==> src/include/hdmi_defs.svh <==
/*
 * DVI transmitter constants
 * Channel count and word widths fixed by the DVI link
 */
`ifndef HDMI_DEFS_SVH
`define HDMI_DEFS_SVH

// Colour channels: blue, green, red
`define TMDS_CHANNELS 3

// One encoded TMDS symbol
`define TMDS_WORD_W 10

// Colour component after widening
`define TMDS_DATA_W 8

`define VGA_COLOR_W 4 // RGB444 from the SoC

`endif

==> src/rtl/tmds_pkg.sv <==
/*
 * TMDS types
 * Period selector and symbol type shared by the transmitter
 */
`include "hdmi_defs.svh"

package tmds_pkg;

    // Which encoding an encoder applies this pixel
    typedef enum logic {
        PERIOD_CONTROL = 1'b0, // Sync codes, blank high
        PERIOD_VIDEO   = 1'b1  // 8b/10b pixel data
    } tmds_period_e;

    // Serialized LSB first
    typedef logic [`TMDS_WORD_W-1:0] tmds_word_t;

endpackage

==> src/rtl/video_expand.sv <==
/*
 * VGA pixel expander
 * Samples RGB444 with sync and blank at each pixel strobe, widens to RGB888
 * and splits it into per-channel data and control for the TMDS encoders
 */
`include "hdmi_defs.svh"

module video_expand (
    input  logic                                        clk_shift,
    input  logic                                        rst_n_i,
    input  logic                                        pixel_stb_i,
    input  logic [`VGA_COLOR_W-1:0]                     vga_r_i,
    input  logic [`VGA_COLOR_W-1:0]                     vga_g_i,
    input  logic [`VGA_COLOR_W-1:0]                     vga_b_i,
    input  logic                                        vga_hsync_i,
    input  logic                                        vga_vsync_i,
    input  logic                                        vga_blank_i,
    output logic [`TMDS_CHANNELS-1:0][`TMDS_DATA_W-1:0] chan_data_o,
    output logic [`TMDS_CHANNELS-1:0][1:0]              chan_ctrl_o,
    output tmds_pkg::tmds_period_e                      period_o,
    output logic                                        valid_o
);
    import tmds_pkg::*;

    localparam int REP = `TMDS_DATA_W / `VGA_COLOR_W; // Nibble copies per component

    // DVI channel order
    localparam int CH_BLUE  = 0;
    localparam int CH_GREEN = 1;
    localparam int CH_RED   = 2;

    logic [`VGA_COLOR_W-1:0] pix_r, pix_g, pix_b;
    logic                    pix_hsync, pix_vsync, pix_blank;

    // Pixel held for a whole symbol period
    always_ff @(posedge clk_shift) begin
        if (pixel_stb_i) begin
            pix_r     <= vga_r_i;
            pix_g     <= vga_g_i;
            pix_b     <= vga_b_i;
            pix_hsync <= vga_hsync_i;
            pix_vsync <= vga_vsync_i;
            pix_blank <= vga_blank_i;
        end
    end

    always_ff @(posedge clk_shift) begin
        if (!rst_n_i) begin
            valid_o <= 1'b0;
        end else begin
            valid_o <= pixel_stb_i; // One cycle behind the strobe
        end
    end

    always_comb begin
        // 0xA becomes 0xAA, so full scale stays full scale
        chan_data_o[CH_BLUE]  = {REP{pix_b}};
        chan_data_o[CH_GREEN] = {REP{pix_g}};
        chan_data_o[CH_RED]   = {REP{pix_r}};

        chan_ctrl_o[CH_BLUE]  = {pix_vsync, pix_hsync}; // Sync rides on blue only
        chan_ctrl_o[CH_GREEN] = 2'b00;
        chan_ctrl_o[CH_RED]   = 2'b00;

        period_o = pix_blank ? PERIOD_CONTROL : PERIOD_VIDEO;
    end

endmodule

==> src/rtl/tmds_encoder.sv <==
/*
 * TMDS encoder, one channel
 * 8b/10b with transition minimisation and DC balance during video,
 * fixed control codes with disparity cleared while blanked
 */
`include "hdmi_defs.svh"

module tmds_encoder (
    input  logic                    clk_shift,
    input  logic                    rst_n_i,
    input  logic                    valid_i,
    input  tmds_pkg::tmds_period_e  period_i,
    input  logic [`TMDS_DATA_W-1:0] data_i,
    input  logic [1:0]              ctrl_i,
    output tmds_pkg::tmds_word_t    word_o
);
    import tmds_pkg::*;

    // Control period codes, indexed by {c1, c0}
    localparam tmds_word_t CTRL_00 = 10'b1101010100;
    localparam tmds_word_t CTRL_01 = 10'b0010101011;
    localparam tmds_word_t CTRL_10 = 10'b0101010100;
    localparam tmds_word_t CTRL_11 = 10'b1010101011;

    logic [3:0]              n1_data;  // Ones in the input byte
    logic                    use_xnor;
    logic [`TMDS_DATA_W:0]   q_m;      // Minimised byte, bit 8 marks XOR
    logic [3:0]              n1_qm;
    logic signed [5:0]       diff_qm;  // Ones minus zeros of q_m[7:0]
    logic signed [5:0]       two_qm8;
    logic signed [5:0]       two_nqm8;
    logic signed [5:0]       disp;     // Running disparity
    logic signed [5:0]       disp_next;
    tmds_word_t              word_next;
    tmds_word_t              ctrl_code;

    // Stage 1, pick the chaining with fewer transitions
    always_comb begin
        n1_data  = 4'($countones(data_i));
        use_xnor = (n1_data > 4'd4) || (n1_data == 4'd4 && !data_i[0]);
        q_m[0]   = data_i[0];
        for (int i = 1; i < `TMDS_DATA_W; i++) begin
            q_m[i] = use_xnor ? ~(q_m[i-1] ^ data_i[i]) : (q_m[i-1] ^ data_i[i]);
        end
        q_m[`TMDS_DATA_W] = ~use_xnor;
    end

    // Stage 2, DC balance against the running disparity
    always_comb begin
        n1_qm    = 4'($countones(q_m[`TMDS_DATA_W-1:0]));
        diff_qm  = $signed({1'b0, n1_qm, 1'b0}) - 6'sd8; // 2*n1 - 8
        two_qm8  = q_m[8] ? 6'sd2 : 6'sd0;
        two_nqm8 = q_m[8] ? 6'sd0 : 6'sd2;

        if (disp == 6'sd0 || diff_qm == 6'sd0) begin
            // Balanced byte or no history, invert only XNOR words
            word_next = {~q_m[8], q_m[8], q_m[8] ? q_m[7:0] : ~q_m[7:0]};
            disp_next = q_m[8] ? disp + diff_qm : disp - diff_qm;
        end else if ((disp > 6'sd0 && diff_qm > 6'sd0) ||
                     (disp < 6'sd0 && diff_qm < 6'sd0)) begin
            word_next = {1'b1, q_m[8], ~q_m[7:0]}; // Excess agrees with disparity, flip
            disp_next = disp + two_qm8 - diff_qm;
        end else begin
            word_next = {1'b0, q_m[8], q_m[7:0]};
            disp_next = disp - two_nqm8 + diff_qm;
        end
    end

    always_comb begin
        case (ctrl_i)
            2'b00:   ctrl_code = CTRL_00;
            2'b01:   ctrl_code = CTRL_01;
            2'b10:   ctrl_code = CTRL_10;
            default: ctrl_code = CTRL_11;
        endcase
    end

    // Word and disparity move only on valid
    always_ff @(posedge clk_shift) begin
        if (!rst_n_i) begin
            word_o <= '0;
            disp   <= '0;
        end else if (valid_i) begin
            if (period_i == PERIOD_VIDEO) begin
                word_o <= word_next;
                disp   <= disp_next;
            end else begin
                word_o <= ctrl_code;
                disp   <= '0; // Blanking restarts the balance
            end
        end
    end

endmodule

==> src/rtl/tmds_serializer.sv <==
/*
 * TMDS serializer
 * Mod-10 symbol counter with pixel strobe, shifts three data lanes
 * and the clock lane out LSB first, one bit per shift clock
 */
`include "hdmi_defs.svh"

module tmds_serializer (
    input  logic                                      clk_shift,
    input  logic                                      rst_n_i,
    input  tmds_pkg::tmds_word_t [`TMDS_CHANNELS-1:0] chan_word_i,
    output logic                                      pixel_stb_o,
    output logic [`TMDS_CHANNELS:0]                   gpdi_dp_o
);
    import tmds_pkg::*;

    // Five ones then five zeros on the wire
    localparam tmds_word_t CLK_PATTERN = 10'b0000011111;
    localparam logic [3:0] CNT_LAST    = 4'(`TMDS_WORD_W - 1);

    logic [3:0]                      sym_cnt; // Bit position within the symbol
    tmds_word_t [`TMDS_CHANNELS-1:0] data_sr;
    tmds_word_t                      clk_sr;

    always_ff @(posedge clk_shift) begin
        if (!rst_n_i) begin
            sym_cnt <= '0;
        end else if (pixel_stb_o) begin
            sym_cnt <= '0; // Wrap after bit 9
        end else begin
            sym_cnt <= sym_cnt + 4'd1;
        end
    end

    // Last bit of the symbol, next words go in at this edge
    assign pixel_stb_o = (sym_cnt == CNT_LAST);

    always_ff @(posedge clk_shift) begin
        if (!rst_n_i) begin
            data_sr <= '0;
            clk_sr  <= '0; // Lanes idle low until the first load
        end else if (pixel_stb_o) begin
            data_sr <= chan_word_i;
            clk_sr  <= CLK_PATTERN;
        end else begin
            for (int c = 0; c < `TMDS_CHANNELS; c++) begin
                data_sr[c] <= data_sr[c] >> 1;
            end
            clk_sr <= clk_sr >> 1;
        end
    end

    // Lane 0 blue, 1 green, 2 red, 3 clock
    always_comb begin
        for (int c = 0; c < `TMDS_CHANNELS; c++) begin
            gpdi_dp_o[c] = data_sr[c][0];
        end
        gpdi_dp_o[`TMDS_CHANNELS] = clk_sr[0];
    end

endmodule

==> src/rtl/hdmi_tx.sv <==
/*
 * DVI transmitter top
 * VGA expander, three TMDS encoders and the lane serializer on clk_shift
 */
`include "hdmi_defs.svh"

module hdmi_tx (
    input  logic                    clk_shift,   // 10x pixel rate
    input  logic                    rst_n_i,
    input  logic [`VGA_COLOR_W-1:0] vga_r_i,
    input  logic [`VGA_COLOR_W-1:0] vga_g_i,
    input  logic [`VGA_COLOR_W-1:0] vga_b_i,
    input  logic                    vga_hsync_i,
    input  logic                    vga_vsync_i,
    input  logic                    vga_blank_i,
    output logic                    pixel_stb_o, // Source steps to the next pixel
    output logic [`TMDS_CHANNELS:0] gpdi_dp_o
);
    import tmds_pkg::*;

    logic [`TMDS_CHANNELS-1:0][`TMDS_DATA_W-1:0] chan_data;
    logic [`TMDS_CHANNELS-1:0][1:0]              chan_ctrl;
    tmds_period_e                                period;
    logic                                        chan_valid;
    tmds_word_t [`TMDS_CHANNELS-1:0]             chan_word;

    // Pixel capture and RGB444 to RGB888
    video_expand video_expand_inst (
        .clk_shift   (clk_shift),
        .rst_n_i     (rst_n_i),
        .pixel_stb_i (pixel_stb_o),
        .vga_r_i     (vga_r_i),
        .vga_g_i     (vga_g_i),
        .vga_b_i     (vga_b_i),
        .vga_hsync_i (vga_hsync_i),
        .vga_vsync_i (vga_vsync_i),
        .vga_blank_i (vga_blank_i),
        .chan_data_o (chan_data),
        .chan_ctrl_o (chan_ctrl),
        .period_o    (period),
        .valid_o     (chan_valid)
    );

    // One encoder per colour, all sharing period and valid
    for (genvar c = 0; c < `TMDS_CHANNELS; c++) begin : g_chan
        tmds_encoder tmds_encoder_inst (
            .clk_shift (clk_shift),
            .rst_n_i   (rst_n_i),
            .valid_i   (chan_valid),
            .period_i  (period),
            .data_i    (chan_data[c]),
            .ctrl_i    (chan_ctrl[c]),
            .word_o    (chan_word[c])
        );
    end

    // Also the pacing source for the whole chain
    tmds_serializer tmds_serializer_inst (
        .clk_shift   (clk_shift),
        .rst_n_i     (rst_n_i),
        .chan_word_i (chan_word),
        .pixel_stb_o (pixel_stb_o),
        .gpdi_dp_o   (gpdi_dp_o)
    );

endmodule

==> config.mk <==
export PLATFORM = sky130hd
export DESIGN_NAME = hdmi_tx
export DESIGN_NICKNAME = d
export VERILOG_FILES = /design/src/rtl/tmds_pkg.sv /design/src/rtl/video_expand.sv /design/src/rtl/tmds_encoder.sv /design/src/rtl/tmds_serializer.sv /design/src/rtl/hdmi_tx.sv
export VERILOG_INCLUDE_DIRS = /design/src /design/src/include
export SDC_FILE = /design/constraint.sdc
export NUM_CORES = 1
export LEC_CHECK = 0
export BUFFER_PORTS_ARGS = -buffer_cell sky130_fd_sc_hd__buf_2
export CORE_MARGIN = 10
export CORE_UTILIZATION = 40
export DETAILED_ROUTE_END_ITERATION = 10
export PLACE_DENSITY = 0.57
export REMOVE_ABC_BUFFERS = 1
export SKIP_LAST_GASP = 1
export SYNTH_ARGS = -nofsm -noshare
export SYNTH_HDL_FRONTEND = slang
export SYNTH_SLANG_ARGS = --single-unit
==> constraint.sdc <==
create_clock -name clk_shift -period 6.7 [get_ports clk_shift]
set_input_delay 1.34 -clock clk_shift [delete_from_list [all_inputs] [get_ports clk_shift]]
set_output_delay 1.34 -clock clk_shift [all_outputs]
set_load 0.01 [all_outputs]
After elaboration in Yosys (flattened, before gate mapping)
Cells that the tools add are included.
{ "totals": {"romBits": 0, "latch_bits": 0, "elab_cells": 231, "in_bits": 17, "mem_count": 0, "ff_bits": 107, "ramBits": 0, "output_inout_bits": 5} }
{ "op_classes": {"shifts": 0, "addsub": 55, "mux": 54, "n_div": 0, "n_reduce_logical": 30, "multipliers": 0, "magnitude_cmp": 15, "bitwise": 49, "eq_ne": 6} }
{ "op_table": {"columns": ["operator", "count"], "rows": [
  ["$mux W10", 9],
  ["$mux W6", 12],
  ["$add A4 B4 Y4", 15],
  ["$add A6 B6 Y6", 9],
  ["$sub A6 B6 Y6", 9],
  ["$add A1 B1 Y2", 18],
  ["$gt A6 B1 Y1 const B", 6],
  ["$logic_not A6 Y1", 6],
  ["$lt A6 B1 Y1 const B", 6],
  ["$pmux W10 S3", 1],
  ["$mux W29", 1],
  ["$not A1 Y1", 25],
  ["$mux W8", 3],
  ["$not A8 Y8", 3],
  ["$mux W1", 21],
  ["$xor A1 B1 Y1", 21],
  ["$sub A5 B4 Y6 const B", 3],
  ["$eq A4 B3 Y1 const B", 3],
  ["$gt A4 B3 Y1 const B", 3],
  ["$mux W2", 6],
  ["$logic_and A1 B1 Y1", 9],
  ["$logic_or A1 B1 Y1", 9],
  ["$mux W5", 1],
  ["$add A4 B1 Y4 const B", 1],
  ["other kinds (7)", 9]
]} }

Longest topological paths before layout
{ "depth": {"word_depth": 35, "mapped_depth": 28, "mapped_depth_nobuf": 27} }

Modules after synthesis
From an unflattened synthesis, not the netlist that was laid out.
{ "hier_totals": {"hier_cells": 937, "area_unflattened_um2": 8629.5} }
{ "by_module_without_submodules": {"columns": ["module", "seq_area_each_um2", "area_per_inst_um2", "cells_each", "n_inst"], "rows": [
  ["tmds_encoder at g_chan[1].tmds_encoder_inst", 300.3, 2153.3, 254, 1],
  ["tmds_encoder at g_chan[0].tmds_encoder_inst", 300.3, 2145.8, 241, 1],
  ["tmds_encoder at g_chan[2].tmds_encoder_inst", 300.3, 2142.1, 244, 1],
  ["tmds_serializer", 780.7, 1569.0, 161, 1],
  ["video_expand", 470.5, 619.3, 37, 1]
]} }

Worst setup path before layout
Ideal clock, no wire load.
{ "synth_timing": {"kind": "flip-flop to flip-flop", "startpoint": "register video_expand_inst.pix_r[0]", "endpoint": "register g_chan[2].tmds_encoder_inst.disp[5]", "required_ps": 6624, "t_arrival_ps": 6429, "n_path_buf": 1, "stages_incl_launch_ff": 29, "setup_ps": 76, "period_less_slack_ps": 6505, "slack_ps": 195, "cell_sequence": "edfxtp_1 -> ha_1 -> ha_1 -> inv_1 -> fa_1 -> o21ai_1 -> clkbuf_1 -> xor2_1 -> ha_1 -> inv_1 -> fa_1 -> inv_1 -> fa_1 -> ha_1 -> inv_1 -> fa_1 -> inv_1 -> ha_1 -> inv_1 -> nor3_1 -> o21ai_0 -> o32ai_1 -> a21oi_1 -> ha_1 -> a21oi_1 -> xnor2_1 -> xnor2_1 -> o2111ai_1 -> a21boi_0"} }
{ "synth_via": {"elab_chain_cells": 35, "word_cells_on_any_way": 56, "classes_between": "17 x add/sub; 3 x order compare; 1 x eq/ne; 13 x mux; 14 x bitwise; 8 x reduce/logical"} }
{ "synth_rtl": {"columns": ["item", "line", "rtl"], "rows": [
  ["start, declared", "video_expand.sv:32", "logic [`VGA_COLOR_W-1:0] pix_r, pix_g, pix_b;"],
  ["start signal, assigned", "video_expand.sv:38", "pix_r <= vga_r_i;"],
  ["branches (longest 33 deep; another with $add A4 B4 Y4)", null, null],
  ["$mux W6 *", "tmds_encoder.sv:55", "if (disp == 6'sd0 || diff_qm == 6'sd0) begin"],
  ["$mux W6 *", "tmds_encoder.sv:84", "if (period_i == PERIOD_VIDEO) begin"],
  ["end signal, assigned", "tmds_encoder.sv:86", "disp <= disp_next;"],
  ["end, declared", "tmds_encoder.sv:32", "logic signed [5:0] disp;"]
]} }
Every way passes the cells marked *.
A chain may end at the register's enable or synchronous reset.

Worst setup path in the final report
Ends and elaborated chain as after synthesis.

==> metrics.txt <==
sequential share of power 50.5%; effective utilization at floorplan 40.6%; result of the run finished clean; Slew HR 46.0%; data required time of the critical path 6.97 ns; Die Height 155 um; Pins Over Slew Limit 0; number of placement rows 49; fraction of layout instances using a drive strength above 1 8.23%; Worst Clk Skew 0.00525 ns; aggregate negative setup slack 0 ns; CP Max Fanout 6; R2R depth 27; largest net degree at the start of global routing 51; WL/cell 13.3 um; root buffer cell clkbuf_16; number of fill cells 1785; portion of the clock cycle consumed by the worst path in the final layout 92.8%; hold violation total from the final report 0; Int Power 929 uW; total power per unit cell area 152 mW/mm^2; TritonRoute pass-1 iters 4; antenna fix cells 0; critical path start-end classification reg -> reg; signal arrival time at the worst endpoint 6.48 ns; max-cap violation count 0; sink count of the clock tree 99; worst-skew pair later-pin latency 0.34 ns; first-pass GRT wire length 23800 um; share of power burned in the clock network 42.1%; Yosys cell types 55; Area growth syn-to-layout 8.76%; minimum period implied by the final worst setup slack 6.22 ns; All-Layer GR Usage 11.8%; cell count after synthesis 785; final number of setup-violating endpoints 0; die extent in x 155 um; class of the tightest hold or removal check reg -> reg; kind of start point of the critical path register; number of I/O pins 22; Iteration-0 DRC Markers 202; number of register bits inferred by synthesis 99; GRT Residual Overflow 0; initial antenna violation count 0; Worst Max-Slew Pin Slew 0.807 ns; share of the yosys chip area belonging to registers 29.4%; post-layout instance area 0.00790 sq mm; via count of the first global-routing pass 4883; Placed Instance Area 0.00759 sq mm; H-Tree Level Count 3; number of enable-type register cells in the synthesized netlist 15; static power due to leakage 0.00350 uW; most instantiated flip-flop cell in the synthesis netlist dfxtp_1; clk buf depth 2; routed vias/inst 4.87; post-synthesis instance area 0.00726 sq mm; Die Footprint 0.0239 sq mm; share of synthesized flip-flops with an asynchronous set or reset 0%; Core Region 0.0179 sq mm; clock buffer count from CTS 9; CTS tree built; worst hold path cell count 1; CTS hold repair buffers 0; hold_ws 0.440 ns; Switching Share 22.6%; number of warnings reported in the yosys synthesis log 0; number of buffers inserted by port buffering 21; power spent charging and discharging nets 271 uW; placer's final routability congestion estimate 0.813; type of destination of the critical path register; maximum VDD drop 0.179 mV; Detailed Route WL 13700 um; # DRC 0; per-instance average area after synthesis 9.25 sq um; net count of the finished layout 936; Highest Clock Rate 161 MHz; ANT nets after route 0; part of the power in combinational logic 7.4%; Final HPWL DP 10200 um; via count 5021; clock transition at the register clock pins on the worst setup and hold paths after CTS 0.07 ns
## cells in the mapped netlist, drive strengths merged (4+ instances only)
| master | n | area share [%] |
|---|---|---|
| a21boi | 28 | 2.9 |
| a21o | 18 | 1.9 |
| a21oi | 42 | 2.9 |
| a31oi | 7 | 1.0 |
| and2 | 5 | 0.43 |
| buf | 12 | 1.1 |
| clkbuf | 19 | 0.98 |
| dfxtp | 84 | 23 |
| edfxtp | 15 | 6.2 |
| fa | 31 | 8.5 |
| ha | 90 | 16 |
| inv | 89 | 4.6 |
| mux2 | 4 | 0.67 |
| mux2i | 18 | 2.7 |
| nand2 | 99 | 5.1 |
| nand2b | 4 | 0.34 |
| nor2 | 18 | 0.93 |
| nor2b | 6 | 0.52 |
| o211a | 5 | 0.69 |
| o21a | 7 | 0.72 |
| o21ai | 52 | 3.6 |
| xnor2 | 60 | 7.2 |
| xor2 | 34 | 4.1 |
## stage by stage
step | worst slack (ns) | power, uW | utilization, % | std cells
2_1_floorplan | 0.0131 | 684 | - | 754
6_report | 0.483 | 1200 | 44.1 | 1031
3_5_place_dp | 0.308 | 709 | 42.4 | 1016
4_1_cts | 0.253 | 1220 | 44.0 | 1031
5_1_grt | -0.00435 | 1250 | 44.1 | 1031
3_3_place_gp | 0.391 | 708 | 42.4 | 1016
## cells in the final DEF (no fill, tap or decap), drive strengths merged, types with 6 or more instances in the layout
master  instances
a21boi         28
a21o           18
a21oi          42
a31oi           7
buf            33
clkbuf         12
dfxtp          84
edfxtp         15
fa             31
ha             90
inv            91
mux2i          18
nand2          99
nor2           18
nor2b           6
o21a            7
o21ai          52
xnor2          60
xor2           34
## critical path, stage by stage, from the launching register on
cell and delay, ns:
edfxtp_1 0.47, ha_2 0.44, ha_1 0.16, inv_1 0.04, fa_1 0.45, o21ai_2 0.26
xor2_1 0.18, ha_1 0.15, inv_1 0.05, fa_1 0.54, inv_1 0.06, fa_1 0.54
ha_1 0.14, inv_1 0.05, fa_2 0.60, inv_1 0.10, ha_1 0.32, inv_1 0.08
nor3_1 0.15, o21ai_0 0.10, o32ai_1 0.15, a21oi_1 0.07, ha_1 0.31, a21oi_1 0.16
xnor2_1 0.15, xnor2_1 0.14, o2111ai_1 0.11, a21boi_0 0.17
## what timing repair did
item                                    CTS  global route
resized for setup                         0             4
endpoints found under the setup margin    0             2
buffers inserted                          0             0
hold endpoints to repair                  0             0
## metal layers
layer / vias up / share of wire (%) / routed length (um) / GRT usage [%]
li1: 2617 / - / - / -
met1: 2360 / 51 / 7060 / 15.9
met2: 38 / 46 / 6300 / 19.0
met3: 6 / 2.1 / 286 / 2.22
met4: 0 / 0.75 / 103 / 2.70
met5: - / 0 / 0 / 0
## flip-flops by register name (all words and copies together) (netlist names)
name,count
video_expand_inst.pix_r,4
video_expand_inst.pix_hsync,1
video_expand_inst.pix_blank,1
tmds_serializer_inst.sym_cnt,4
video_expand_inst.pix_vsync,1
g_chan.tmds_encoder_inst.word_o,30
tmds_serializer_inst.data_sr,27
tmds_serializer_inst.gpdi_dp_o,3
video_expand_inst.pix_g,4
video_expand_inst.pix_b,4
tmds_serializer_inst.clk_sr,5
g_chan.tmds_encoder_inst.disp,15
## power groups by stage
stage,clock [uW],combinational (uW),sequential [uW]
after floorplan,0,64.6,619
after global routing,546,102,606
final,504,88.9,606
after CTS,523,90.3,606
after global placement,0,89.1,619
after detailed placement,0,89.6,619
## cells by family (layout without fill, tap and decap cells)
group,after synthesis,count (layout),share of synthesized area (%)
AOI/OAI and AO/OA,173,173,15.3
and+or+nand+nor,153,153,9.26
buffers and inverters,121,138,6.72
muxes,22,22,3.33
xor gates and xnor gates,96,96,12.0
adders and majority gates,121,121,24.1
DFF,99,99,29.4
## worst paths after layout
path | end | start | slack, ns
hold reg to reg | tmds_serializer_inst.clk_sr[1] | tmds_serializer_inst.clk_sr[2] | 0.44
setup reg to reg | g_chan[2].tmds_encoder_inst.disp[5] | video_expand_inst.pix_r[0] | 0.48
hold / removal | tmds_serializer_inst.clk_sr[1] | tmds_serializer_inst.clk_sr[2] | 0.44
setup / recovery | g_chan[2].tmds_encoder_inst.disp[5] | video_expand_inst.pix_r[0] | 0.48
## cell type report
| type | instances | area (sq um) | area share, % |
|---|---|---|---|
| multi-input cells | 565 | 4660 | 59.0 |
| flip-flops and latches | 99 | 2130 | 27.0 |
| inverters | 90 | 338 | 4.28 |
| well taps | 229 | 287 | 3.63 |
| clock buffers | 12 | 268 | 3.39 |
| repair buffers | 33 | 195 | 2.47 |
| clock inverters | 3 | 20.0 | 0.254 |
No activity file was read; power rests on OpenSTA's default activity.
